===== src/verilog/mem_params.svh =====
`ifndef MEM_PARAMS_SVH
`define MEM_PARAMS_SVH

// byte address and data widths of the load/store path.
`define ADDR_W 32
`define DATA_W 32

// the SRAM holds this many 32-bit words; higher word indices get SLVERR.
`define SRAM_WORDS 256

// largest delay from an AR or W handshake to the matching response.
`define SRAM_MAX_LAT 5

// nonzero reset value of the latency LFSR.
`define LFSR_SEED 8'hA5

`endif

===== src/verilog/lsu_pkg.sv =====
`default_nettype none

package lsu_pkg;

    typedef enum logic [2:0] {
        LB  = 3'd0,
        LH  = 3'd1,
        LW  = 3'd2,
        LBU = 3'd3,
        LHU = 3'd4,
        SB  = 3'd5,
        SH  = 3'd6,
        SW  = 3'd7
    } mem_op_e;

    // states of the AXI4-Lite master in the execute stage.
    typedef enum logic [2:0] {
        IDLE    = 3'd0,
        RD_ADDR = 3'd1,
        RD_DATA = 3'd2,
        WR_REQ  = 3'd3,
        WR_RESP = 3'd4,
        DONE    = 3'd5
    } exec_state_e;

endpackage

`default_nettype wire


===== src/verilog/axi_pkg.sv =====
`default_nettype none

`include "mem_params.svh"

package axi_pkg;

    typedef logic [`ADDR_W-1:0] addr_t;
    typedef logic [`DATA_W-1:0] data_t;
    typedef logic [`DATA_W/8-1:0] strb_t;

    // only the two responses this slave can give are listed.
    typedef enum logic [1:0] {
        OKAY   = 2'b00,
        SLVERR = 2'b10
    } resp_e;

endpackage

`default_nettype wire


===== src/verilog/lsu_result.sv =====
`timescale 1ns/10ps
`default_nettype none

`include "mem_params.svh"

module lsu_result (
    input  wire                    clk,
    input  wire                    rst,
    input  wire                    ex_valid,
    output logic                   ex_ready,
    input  wire lsu_pkg::mem_op_e  ex_op,
    input  wire [1:0]              ex_lane,
    input  wire axi_pkg::data_t    ex_rdata,
    input  wire                    ex_err,
    output logic                   rsp_valid,
    input  wire                    rsp_ready,
    output axi_pkg::data_t         rsp_rdata,
    output logic                   rsp_err,
    output logic                   busy
);

    axi_pkg::data_t lane_data;
    axi_pkg::data_t ext_data;

    // there is a single response slot, so nothing new enters while one waits.
    assign ex_ready = !rsp_valid;
    assign busy = rsp_valid;

    always_comb begin
        lane_data = ex_rdata >> {ex_lane, 3'b000};
        case (ex_op)
            lsu_pkg::LB:  ext_data = {{(`DATA_W-8){lane_data[7]}}, lane_data[7:0]};
            lsu_pkg::LH:  ext_data = {{(`DATA_W-16){lane_data[15]}}, lane_data[15:0]};
            lsu_pkg::LBU: ext_data = {{(`DATA_W-8){1'b0}}, lane_data[7:0]};
            lsu_pkg::LHU: ext_data = {{(`DATA_W-16){1'b0}}, lane_data[15:0]};
            lsu_pkg::LW:  ext_data = ex_rdata;
            default:      ext_data = '0;
        endcase
        if (ex_err) begin
            ext_data = '0;
        end
    end

    always_ff @(posedge clk or posedge rst) begin
        if (rst) begin
            rsp_valid <= 1'b0;
        end else if (ex_valid && ex_ready) begin
            rsp_valid <= 1'b1;
        end else if (rsp_ready) begin
            rsp_valid <= 1'b0;
        end
    end

    always_ff @(posedge clk) begin
        if (ex_valid && ex_ready) begin
            rsp_rdata <= ext_data;
            rsp_err <= ex_err;
        end
    end

endmodule

`default_nettype wire


===== config.mk =====
export PLATFORM = sky130hd
export DESIGN_NAME = lsu_result
export DESIGN_NICKNAME = d
export VERILOG_FILES = /design/src/verilog/lsu_pkg.sv /design/src/verilog/axi_pkg.sv /design/src/verilog/lsu_result.sv
export VERILOG_INCLUDE_DIRS = /design/src /design/src/verilog
export SDC_FILE = /design/constraint.sdc
export NUM_CORES = 1
export LEC_CHECK = 0
export BUFFER_PORTS_ARGS = -buffer_cell sky130_fd_sc_hd__buf_2
export CORE_MARGIN = 4
export CORE_UTILIZATION = 50
export CTS_BUF_LIST = sky130_fd_sc_hd__clkbuf_4
export DETAILED_ROUTE_END_ITERATION = 12
export PLACE_DENSITY = 0.81
export SLEW_MARGIN = 40
export SYNTH_ARGS = -nofsm -noshare
export SYNTH_HDL_FRONTEND = slang
export SYNTH_SLANG_ARGS = --single-unit
export TNS_END_PERCENT = 5

===== constraint.sdc =====
create_clock -name clk -period 3.3 [get_ports clk]
set_input_delay 0.66 -clock clk [delete_from_list [all_inputs] [get_ports clk]]
set_output_delay 0.66 -clock clk [all_outputs]
set_load 0.05 [all_outputs]

== Word-level counts from Yosys, hierarchy flattened ==
Index checks and enable logic that the tools add are counted.

* Flip-flop bits (word level): 34
* Bits of input ports: 42
* Output and inout port bits: 36
* Logic and storage cells: 15

* Eq/ne operators: 4
* Shift-type cells: 1
* Multiplexer cells: 3
* Reductions and logical operators: 4

{| class="wikitable"
|+ Operators with widths
! operator !! count
|-
| 32-bit case mux with 5 select lines || 1
|-
| 32-bit by 5-bit >> shifter with 16-bit output || 1
|-
| 3-bit by 2-bit equality test with 1-bit output (second input constant) || 2
|-
| 3-bit by 1-bit equality test with 1-bit output (second input constant) || 1
|-
| 3-bit equality test (second input constant) || 1
|-
| 3-bit zero test || 1
|-
| 1-bit two-way mux || 2
|-
| 2-bit nonzero test || 1
|-
| 1-bit logical AND || 1
|-
| 1-bit zero test || 1
|}

== Depth between registers and ports, before layout ==
Gate-level depths: netlist of the first run.

* Word-level depth: 3
* Gate-level depth with buffers: 7
* Depth with buffers taken out: 4

== Worst setup path before layout of the first run ==
OpenSTA, ideal clock, no wires.

* Kind: in2reg
* Start point: input ex_valid
* End point: register rsp_err, enable pin
* Library setup time: 428 ps
* Arrival: 2172 ps
* Path slack: 700 ps
* Stages on the path: 1
* Cell sequence: nor2b_1

* Cells in the longest elaborated chain, start to end: 1

{| class="wikitable"
|+ Ends and longest elaborated chain
! what !! RTL line !! RTL
|-
| start, declared || lsu_result.sv:9 || <nowiki>input wire ex_valid,</nowiki>
|-
| 1-bit logical AND || lsu_result.sv:55 || <nowiki>if (ex_valid && ex_ready) begin</nowiki>
|-
| end signal, assigned || lsu_result.sv:57 || <nowiki>rsp_err <= ex_err;</nowiki>
|-
| end, declared || lsu_result.sv:18 || <nowiki>output logic rsp_err,</nowiki>
|}

Every way passes these cells.
A chain may end at the register's enable or synchronous reset.

== Worst setup path after layout of the first run ==
* Start point: input ex_lane[1]
* End point: register rsp_rdata[23], data pin

* Cells in the longest elaborated chain, start to end: 2

{| class="wikitable"
|+ Ends and longest elaborated chain
! what !! RTL line !! RTL
|-
| start, declared || lsu_result.sv:12 || <nowiki>input wire [1:0] ex_lane,</nowiki>
|-
| 32-bit by 5-bit >> shifter with 16-bit output || lsu_result.sv:30 || <nowiki>lane_data = ex_rdata >> {ex_lane, 3'b000};</nowiki>
|-
| 32-bit case mux with 5 select lines || lsu_result.sv:31 || <nowiki>case (ex_op)</nowiki>
|-
| end signal, assigned || lsu_result.sv:56 || <nowiki>rsp_rdata <= ext_data;</nowiki>
|-
| end, declared || lsu_result.sv:17 || <nowiki>output axi_pkg::data_t rsp_rdata,</nowiki>
|}

Every way passes these cells.

==> impl_metrics.csv, run 1 <==
group,metric,value,unit
critical_path,path_buf_inv,1,
global_routing,grt_pass1_vias,1568,
logic_synthesis,synthSimpleGateAreaFrac,11.8,%
floorplan,design.core.area,3770,sq um
logic_synthesis,synthAdderAreaFrac,0,%
sta,worstMarginPinSlew,0.595,ns
route,ant_nets,0,
sta,rsz0062_at_grt,"no",
sta,drv_slew,0,
clock_network,postCtsHoldBufs,0,
clock_network,path_clk_slew,0.09,ns
logic_synthesis,synth-seq-area-share,50.7,%
clock_network,cts_tree,"built",
critical_path,cp.depth,5,
critical_path,cp-start-kind,"primary input",
sta,skew,0.00694,ns
logic_synthesis,synth_compound_area_share,21.4,%
route,met1_length,1900,microns
power_and_ir_drop,p_per_area,443,nW/um^2
logic_synthesis,synth_top_family_by_area,"compound AO/OA/AOI/OAI gates",
logic_synthesis,synthXorXnorAreaFrac,0.875,%
global_routing,grt_pass1_wl,7450,microns
run_status,status,"finished, final reports clean",
critical_path,worstPathMaxFanout,19,
clock_network,cts_max_level,2,
global_routing,grt.total_usage,18.9,%
critical_path,slowest_stage,"a21oi_4",
floorplan,die_x,71.3,microns
power_and_ir_drop,power.total,1.06,mW
logic_synthesis,syn_avg_cell_area,11.4,sq um
power_and_ir_drop,ir_drop,0.220,mV
sta,slew_headroom,60.3,%
logic_synthesis,syn_area,2000,sq um
global_routing,antenna_found_initial,0,
route,wl,4700,microns
clock_network,clock_path_buffers,2,
route,wl_met3,363,microns
clock_network,cts-root-buf,"clkbuf_4",
sta,hold_viol,0,
floorplan,rows,22,
finish,drive_gt1_share,45.3,%
finish,nets,286,
global_routing,grt-ovfl-total,0,
sta,whs,0.147,ns
power_and_ir_drop,power.leakage,0.932,nW
route,top_layer,"met4",
floorplan,num_io_pins,78,
critical_path,path_cells,"buf_2 > mux2i_1 > o21ai_1 > a21oi_4 > a21oi_1",
clock_network,cts_buffers,5,
global_routing,grt_max_degree,35,
min_path,hold_path.class,"in -> async",
route,drt_pre_antenna_iters,4,
clock_network,clock-sinks,34,
place,hpwl,3520,microns
route,drt_iter0_markers,106,
place,finalWeightedCongestion,0.813,
sta,fin_crit,2.20,ns
route,via_per_inst,5.69,
power_and_ir_drop,switchingPower,0.375,mW
logic_synthesis,syn_nets,218,
route,drcViolationCount,0,
critical_path,crit_path_max_incr_delay,0.53,ns
finish,final_util,63.5,%
route,post_drt_wl_per_cell,16.0,microns
place,placed_cell_area,2340,sq um
route,wl_met2,2360,microns
power_and_ir_drop,seqPwrFrac,49.2,%
clock_network,clock_latency,0.33,ns
logic_synthesis,ys_seq_elements,34,
sta,finalSetupViolCount,0,
job,max_cap_violations,0,
sta,period_share,66.8,%
logic_synthesis,synth_cell_type_count,35,
floorplan,initial_core_util,53.1,%
critical_path,rr_worst_depth,2,
floorplan,die-area,5080,sq um
floorplan,die-height,71.3,microns
critical_path,path_class,"in -> reg",
finish,finalNonFillerCells,293,
logic_synthesis,ys_warn_count,0,
clock_network,cts-resized-gates,0,
power_and_ir_drop,intPower,0.686,mW
place,dp_cells,285,
sta,setup_tns,0,ns
clock_network,post-cts-setup-buffers,0,
critical_path,cp-end-kind,"flip-flop",
route,vias,1667,
place,pre_cts_ws,0.747,ns
finish,syn2layout_area_growth,19.6,%
critical_path,worstPathArrival,2.26,ns
finish,antenna_cells,0,
power_and_ir_drop,clkPwrFrac,20.6,%
finish,final_area,2390,sq um
critical_path,critical-path-top-delay-family,"compound AO/OA/AOI/OAI gates",
sta,fin_ws,1.10,ns
finish,fillCellCount,313,
power_and_ir_drop,comb_power_share,30.2,%
place,port-buffer-count,77,
sta,fmax,454,MHz
critical_path,worstPathRequired,3.35,ns
logic_synthesis,synth_mux_area_share,8.94,%
logic_synthesis,netlist_instances,176,
power_and_ir_drop,sw_frac_of_total,35.4,%
==> kinds of logic after synthesis <==
kind of cell              count (synthesis)
and+or+nand+nor                          44
xor gates and xnor gates                  2
buffers and inverters                    19
muxes                                    17
DFF                                      34
AOI/OAI and AO/OA                        60
==> path summary, 6_finish.rpt <==
path | startpoint | endpoint | slack (ns)
max reg2reg | busy | rsp_rdata[11] | 2.05
max in group asynchronous | rst | busy | 3.07
min in group clk | rsp_ready | busy | 0.50
min | rst | busy | 0.15
max | ex_lane[1] | rsp_rdata[23] | 1.10
min reg2reg | busy | busy | 0.60
==> area by class of cell <==
type	count	area, sq um	share of cell area (%)
Sequential cell	34	1020	42.4
Multi-Input combinational cell	123	865	36.1
Timing Repair Buffer	78	393	16.4
Tap cell	48	60.1	2.51
Clock buffer	6	45.0	1.88
Clock inverter	2	8.76	0.366
Inverter	2	7.51	0.313
==> power by group through the flow <==
stage	clock [mW]	combinational (mW)	sequential, mW
final	0.218	0.320	0.522
after global routing	0.239	0.340	0.526
after CTS	0.223	0.321	0.522
after detailed placement	0	0.320	0.532
after global placement	0	0.317	0.531
after floorplan	0	0.129	0.648
==> synth_stat cells <==
library cell / n / share of area [%]
clkbuf_1: 3 / 0.56
mux2i_1: 10 / 5.0
nor2_4: 2 / 1.1
edfxtp_1: 33 / 49
and2b_1: 1 / 0.38
a21oi_2: 10 / 4.4
o22ai_1: 1 / 0.31
buf_6: 4 / 2.2
buf_8: 1 / 0.75
buf_4: 2 / 0.75
nand3b_1: 1 / 0.38
nand4b_1: 1 / 0.44
or2_4: 1 / 0.44
a21oi_4: 1 / 0.81
o21bai_1: 1 / 0.38
dfrtp_1: 1 / 1.2
o21ai_1: 1 / 0.25
nor4_4: 1 / 1.1
o21ai_0: 1 / 0.25
buf_2: 4 / 1.0
inv_1: 2 / 0.38
nor2b_1: 2 / 0.62
mux2_2: 7 / 3.9
nand3_1: 7 / 1.7
a21o_1: 1 / 0.38
xnor2_1: 2 / 0.88
nand2_1: 25 / 4.7
and2_4: 1 / 0.44
a21oi_1: 22 / 5.5
nor2_2: 1 / 0.31
o2bb2ai_1: 7 / 3.1
nor2_1: 1 / 0.19
buf_1: 3 / 0.56
a22oi_1: 8 / 3.0
o221ai_1: 7 / 3.1
==> layout by cell type (no fill, tap or decap), types with 2 or more instances in the layout <==
cell type,count
o2bb2ai_1,7
nor2_4,2
xnor2_1,2
clkbuf_4,6
nand2_1,25
nand3_1,7
buf_2,77
mux2_2,7
inv_1,2
edfxtp_1,33
a22oi_1,8
o221ai_1,7
mux2i_1,10
a21oi_2,10
a21oi_1,22
==> layer usage <==
metal | GRT usage, % | vias up
li1 | - | 802
met1 | 22.6 | 791
met2 | 32.6 | 67
met3 | 4.49 | 7
met4 | 7.72 | 0
met5 | 0 | -
==> registers in the layout, indices dropped and copies added (netlist names) <==
name and count:
rsp_err 1, busy 1, rsp_rdata 32
(Power assumes the default switching activity.)
==> run 2: changes to the inputs <==
- clock period: 3.3 -> 2.11 ns (I/O delays scaled with it)
==> run 2 against run 1 <==
  * Design area grew 1.9%
  * Register-to-register slack got worse by 1.2 ns
  * Global-route usage down 0.25 points
  * Critical path type unchanged
  * Critical endpoint is now rsp_rdata[14]
  * Cell count up 2.0%
  * Combinational power up 60%
  * Sequential cell count unchanged
  * Setup slack worse by 0.55 ns
  * Routed wire length rose by 3.2%
  * First-iteration DRC count increased by 36%
  * Clock power increased by 57%
==> impl_metrics.csv, run 2 (synthesis results as in run 1) <==
group,metric,value,unit
finish,antenna_cells,0,
sta,worstMarginPinSlew,0.513,ns
floorplan,die-area,5080,sq um
floorplan,rows,22,
finish,regMostFlops,"rsp_rdata",
global_routing,grt_pass1_wl,7410,microns
finish,final_common_cell,"buf_2",
global_routing,grt-ovfl-total,0,
critical_path,timing.rr.end,"rsp_rdata[16]",
global_routing,grt_pass1_vias,1566,
clock_network,cts-root-buf,"clkbuf_4",
clock_network,clock_path_buffers,2,
min_path,hold_end,"busy",
route,vias,1686,
global_routing,grt_util_met2,32.0,%
sta,fin_crit,1.57,ns
global_routing,antenna_found_initial,0,
floorplan,die_x,71.3,microns
critical_path,regToRegStartpoint,"busy",
clock_network,cts-resized-gates,0,
clock_network,cts_tree,"built",
power_and_ir_drop,p_per_area,684,nW/um^2
critical_path,cp-end-kind,"flip-flop",
clock_network,path_clk_slew,0.10,ns
route,ant_nets,0,
sta,finalSetupViolCount,0,
sta,period_share,74.3,%
sta,slew_headroom,65.7,%
route,via_per_inst,5.64,
sta,rsz0062_at_grt,"no",
sta,drv_slew,0,
critical_path,worstPathRequired,2.27,ns
min_path,hold_start,"rsp_ready",
power_and_ir_drop,sw_frac_of_total,36.2,%
sta,hold_viol,0,
critical_path,r2r_setup_slack,0.85,ns
critical_path,worstPathMaxFanout,12,
job,max_cap_violations,0,
finish,syn2layout_area_growth,21.9,%
global_routing,grt.total_usage,18.7,%
global_routing,grt_max_degree,35,
run_status,status,"finished, final reports clean",
clock_network,cts_buffers,5,
sta,skew,0.00431,ns
power_and_ir_drop,comb_power_share,30.6,%
route,drt_iter0_markers,144,
finish,nets,292,
floorplan,die-height,71.3,microns
power_and_ir_drop,power.leakage,0.956,nW
critical_path,cp-start-kind,"primary input",
critical_path,path_class,"in -> reg",
power_and_ir_drop,clkPwrFrac,20.5,%
min_path,hold-path-cell-count,2,
critical_path,worstPathArrival,1.73,ns
route,post_drt_wl_per_cell,16.2,microns
finish,layout_common_cells,"buf_2 (77), edfxtp_1 (33), nand2_1 (25), a21oi_1 (22)",
place,hpwl,3600,microns
power_and_ir_drop,switchingPower,0.604,mW
floorplan,design.core.area,3770,sq um
min_path,hold_path.class,"in -> reg",
place,port-buffer-count,77,
clock_network,post-cts-setup-buffers,0,
route,wl,4840,microns
global_routing,gr-usage-met3,4.63,%
floorplan,num_io_pins,78,
place,finalWeightedCongestion,0.827,
finish,largest_register_ffs,32,
route,drcViolationCount,0,
floorplan,initial_core_util,53.1,%
global_routing,busiest_layer,"met2",
sta,fmax,638,MHz
critical_path,rr_worst_depth,2,
power_and_ir_drop,power.total,1.67,mW
global_routing,gr-usage-met1,23.4,%
route,drt_pre_antenna_iters,4,
power_and_ir_drop,ir_drop,0.278,mV
clock_network,clock_latency,0.33,ns
sta,setup_tns,0,ns
finish,drive_gt1_share,45.8,%
clock_network,clock-sinks,34,
power_and_ir_drop,seqPwrFrac,48.9,%
power_and_ir_drop,intPower,1.07,mW
clock_network,cts_max_level,2,
## run 2: layout make-up
cell class / instances / area (sq um)
sequential: 34 / 1020
fill: 297 / 1330
clock inverter: 3 / 16.3
timing repair buffer: 84 / 440
inverter: 2 / 7.51
tap: 48 / 60.1
clock buffer: 5 / 37.5
multi-input combinational: 123 / 863
## run 2: per-stage QoR
stage               cells  utilization [%]  setup WS [ns]  hold WS, ns  cell area [sq um]
floorplan             176                -          0.154        0.151               2000
global placement      290             63.0          0.287        0.257               2380
detailed placement    290             63.0          0.234        0.258               2380
CTS                   299             64.7          0.582        0.236               2440
global route          299             64.7          0.458        0.232               2440
finish                299             64.7          0.541        0.243               2440
## run 2: timing repair
action                                  4_1_cts  5_1_grt
endpoints found under the setup margin        0        0
hold buffers                                  1        0
endpoints found under the hold margin         1        0
## run 2: routing by layer
layer | part of all wire (%) | vias up | wire length, microns
met5 | 0 | - | 0
met4 | 0.87 | 0 | 42
met3 | 8.5 | 5 | 410
met2 | 51 | 75 | 2470
met1 | 40 | 791 | 1920
li1 | - | 815 | -
## run 2: power groups by stage
stage	Clock (mW)	Sequential (mW)	Combinational (mW)
global route	0.383	0.821	0.540
finish	0.342	0.816	0.511
floorplan	0	1.01	0.203
CTS	0.349	0.817	0.512
detailed placement	0	0.832	0.509
global placement	0	0.831	0.504
## run 2: critical path: stages
cell	delay, ns
buf_2	0.17
buf_4	0.21
nor2b_1	0.43
o2bb2ai_1	0.17
a22oi_1	0.08
a21oi_1	0.24
## run 2: worst max-delay path by stage
stage / end / startpoint / slack, ns
floorplan: rsp_err / busy / 0.15
global placement: rsp_rdata[21] / ex_lane[1] / 0.29
detailed placement: rsp_rdata[14] / ex_lane[1] / 0.23
CTS: rsp_rdata[14] / ex_lane[1] / 0.58
global route: rsp_rdata[14] / ex_lane[1] / 0.46
finish: rsp_rdata[14] / ex_lane[1] / 0.54
==> run 3: changes to the inputs <==
- clock period: 2.11 -> 1.5 ns (I/O delays scaled with it)
==> run 3 against run 2 <==
  * Non-clock buffer count rose by 12
  * Sequential cell count did not move
  * Worst hold slack got worse by 0.11 ns
  * Critical path type is now reg -> out
  * Clock power rose by 35%
  * Utilization rose by 3.7 points
  * Routed wire length rose by 2.6%
  * Sequential power rose by 41%
  * Count of clock-buffer cells in the layout did not move
==> impl_metrics.csv, run 3 (synthesis results as in run 1) <==
group,metric,value,unit
clock_network,clock-sinks,34,
global_routing,grt-ovfl-total,0,
sta,hold_viol,0,
finish,largest_register_ffs,32,
sta,whs,0.132,ns
sta,fin_ws,0.107,ns
finish,final_util,68.4,%
sta,rsz0062_at_grt,"no",
finish,syn2layout_area_growth,28.9,%
finish,antenna_cells,0,
job,max_cap_violations,0,
power_and_ir_drop,ir_drop,0.420,mV
sta,period_share,92.9,%
critical_path,worstPathArrival,1.09,ns
sta,skew,0.0205,ns
global_routing,grt_pass1_vias,1667,
finish,layout_common_cells,"buf_2 (77), edfxtp_1 (33), nand2_1 (25), a21oi_1 (22), buf_4 (14)",
floorplan,die_x,71.3,microns
critical_path,cp-end-kind,"primary output",
finish,nets,304,
place,port-buffer-count,77,
clock_network,post-cts-setup-buffers,0,
sta,drv_slew,0,
finish,regMostFlops,"rsp_rdata",
sta,fin_crit,1.39,ns
sta,worstMarginPinSlew,0.523,ns
clock_network,cts-root-buf,"clkbuf_4",
route,drt_pre_antenna_iters,4,
clock_network,cts_tree,"built",
floorplan,initial_core_util,53.1,%
route,drcViolationCount,0,
route,vias,1769,
floorplan,num_io_pins,78,
power_and_ir_drop,p_per_area,924,nW/um^2
route,drt_iter0_markers,140,
place,pre_cts_ws,-0.129,ns
run_status,status,"finished, final reports clean",
clock_network,clock_latency,0.34,ns
clock_network,path_clk_slew,0.08,ns
sta,fmax,718,MHz
floorplan,rows,22,
power_and_ir_drop,seqPwrFrac,48.3,%
global_routing,antenna_found_initial,0,
floorplan,die-area,5080,sq um
place,finalWeightedCongestion,0.916,
clock_network,cts-resized-gates,0,
power_and_ir_drop,comb_power_share,32.4,%
floorplan,design.core.area,3770,sq um
clock_network,cts_max_level,2,
global_routing,grt_pass1_wl,7860,microns
clock_network,postCtsHoldBufs,1,
sta,slew_headroom,65.1,%
clock_network,cts_buffers,5,
power_and_ir_drop,power.leakage,1.04,nW
power_and_ir_drop,intPower,1.54,mW
critical_path,cp-start-kind,"flip-flop",
route,wl,4970,microns
critical_path,worstPathMaxFanout,4,
power_and_ir_drop,switchingPower,0.846,mW
critical_path,r2r_setup_slack,0.41,ns
floorplan,die-height,71.3,microns
critical_path,worstPathRequired,1.20,ns
clock_network,clock_path_buffers,2,
route,via_per_inst,5.71,
power_and_ir_drop,clkPwrFrac,19.3,%
critical_path,path_class,"reg -> out",
finish,drive_gt1_share,48.9,%
sta,setup_tns,0,ns
finish,final_common_cell,"buf_2",
finish,fillCellCount,311,
route,post_drt_wl_per_cell,16.0,microns
sta,finalSetupViolCount,0,
global_routing,grt.total_usage,20.0,%
min_path,hold_path.class,"in -> reg",
power_and_ir_drop,sw_frac_of_total,35.5,%
global_routing,grt_max_degree,35,
place,hpwl,3780,microns
route,ant_nets,0,
==> run 3: cell types whose count changed in the layout (fill, tap and decap cells not counted) <==
cell        previous run  this run
clkinvlp_4             1         0
buf_4                  6        14
buf_12                 0         4
nor2b_4                0         1
dfrtp_2                0         1
dfrtp_1                1         0
clkinv_2               1         2
clkinv_1               1         0
nor2b_2                1         0
==> run 3: per-stage QoR <==
stage | cells | total power [mW] | instance area [sq um]
4_1_cts | 310 | 2.40 | 2580
6_report | 310 | 2.38 | 2580
2_1_floorplan | 176 | 1.71 | 2010
3_3_place_gp | 302 | 1.94 | 2520
3_5_place_dp | 302 | 1.95 | 2520
5_1_grt | 310 | 2.49 | 2580
==> run 3: path summary, 6_finish.rpt <==
| path | startpoint | to | depth (start not counted) |
|---|---|---|---|
| worst max-delay path | busy | ex_ready | 2 |
| worst max register to register | busy | rsp_rdata[24] | 2 |
| worst min register to register | busy | busy | 2 |
| max in group asynchronous | rst | busy | 3 |
| worst min-delay path | rsp_ready | busy | 2 |
| min in group asynchronous | rst | busy | 3 |
==> run 3: layout make-up <==
cell class	count	area (sq um)	share of cell area, %
inverter	2	7.51	0.291
timing repair buffer	96	581	22.5
clock inverter	2	10.0	0.388
multi-input combinational	123	868	33.6
clock buffer	5	37.5	1.45
tap	48	60.1	2.33
sequential	34	1020	39.4
==> run 3: per-layer routing <==
metal  share of wire (%)  vias up  track usage [%]
li1                    -      841                -
met1                  41      828             26.1
met2                  48       88             31.0
met3                 9.1       12             5.47
met4                 2.3        0             9.19
met5                   0        -                0
==> run 3: power groups by stage <==
stage | Combinational (mW) | Sequential [mW] | Clock (mW)
global placement | 0.765 | 1.17 | 0
global route | 0.817 | 1.16 | 0.513
detailed placement | 0.773 | 1.17 | 0
finish | 0.773 | 1.15 | 0.460
CTS | 0.777 | 1.15 | 0.469
floorplan | 0.287 | 1.42 | 0
==> run 3: critical path, cell delays in order, from the launching register on <==
cell and delay, ns:
dfrtp_2 0.44, inv_1 0.07, buf_2 0.26
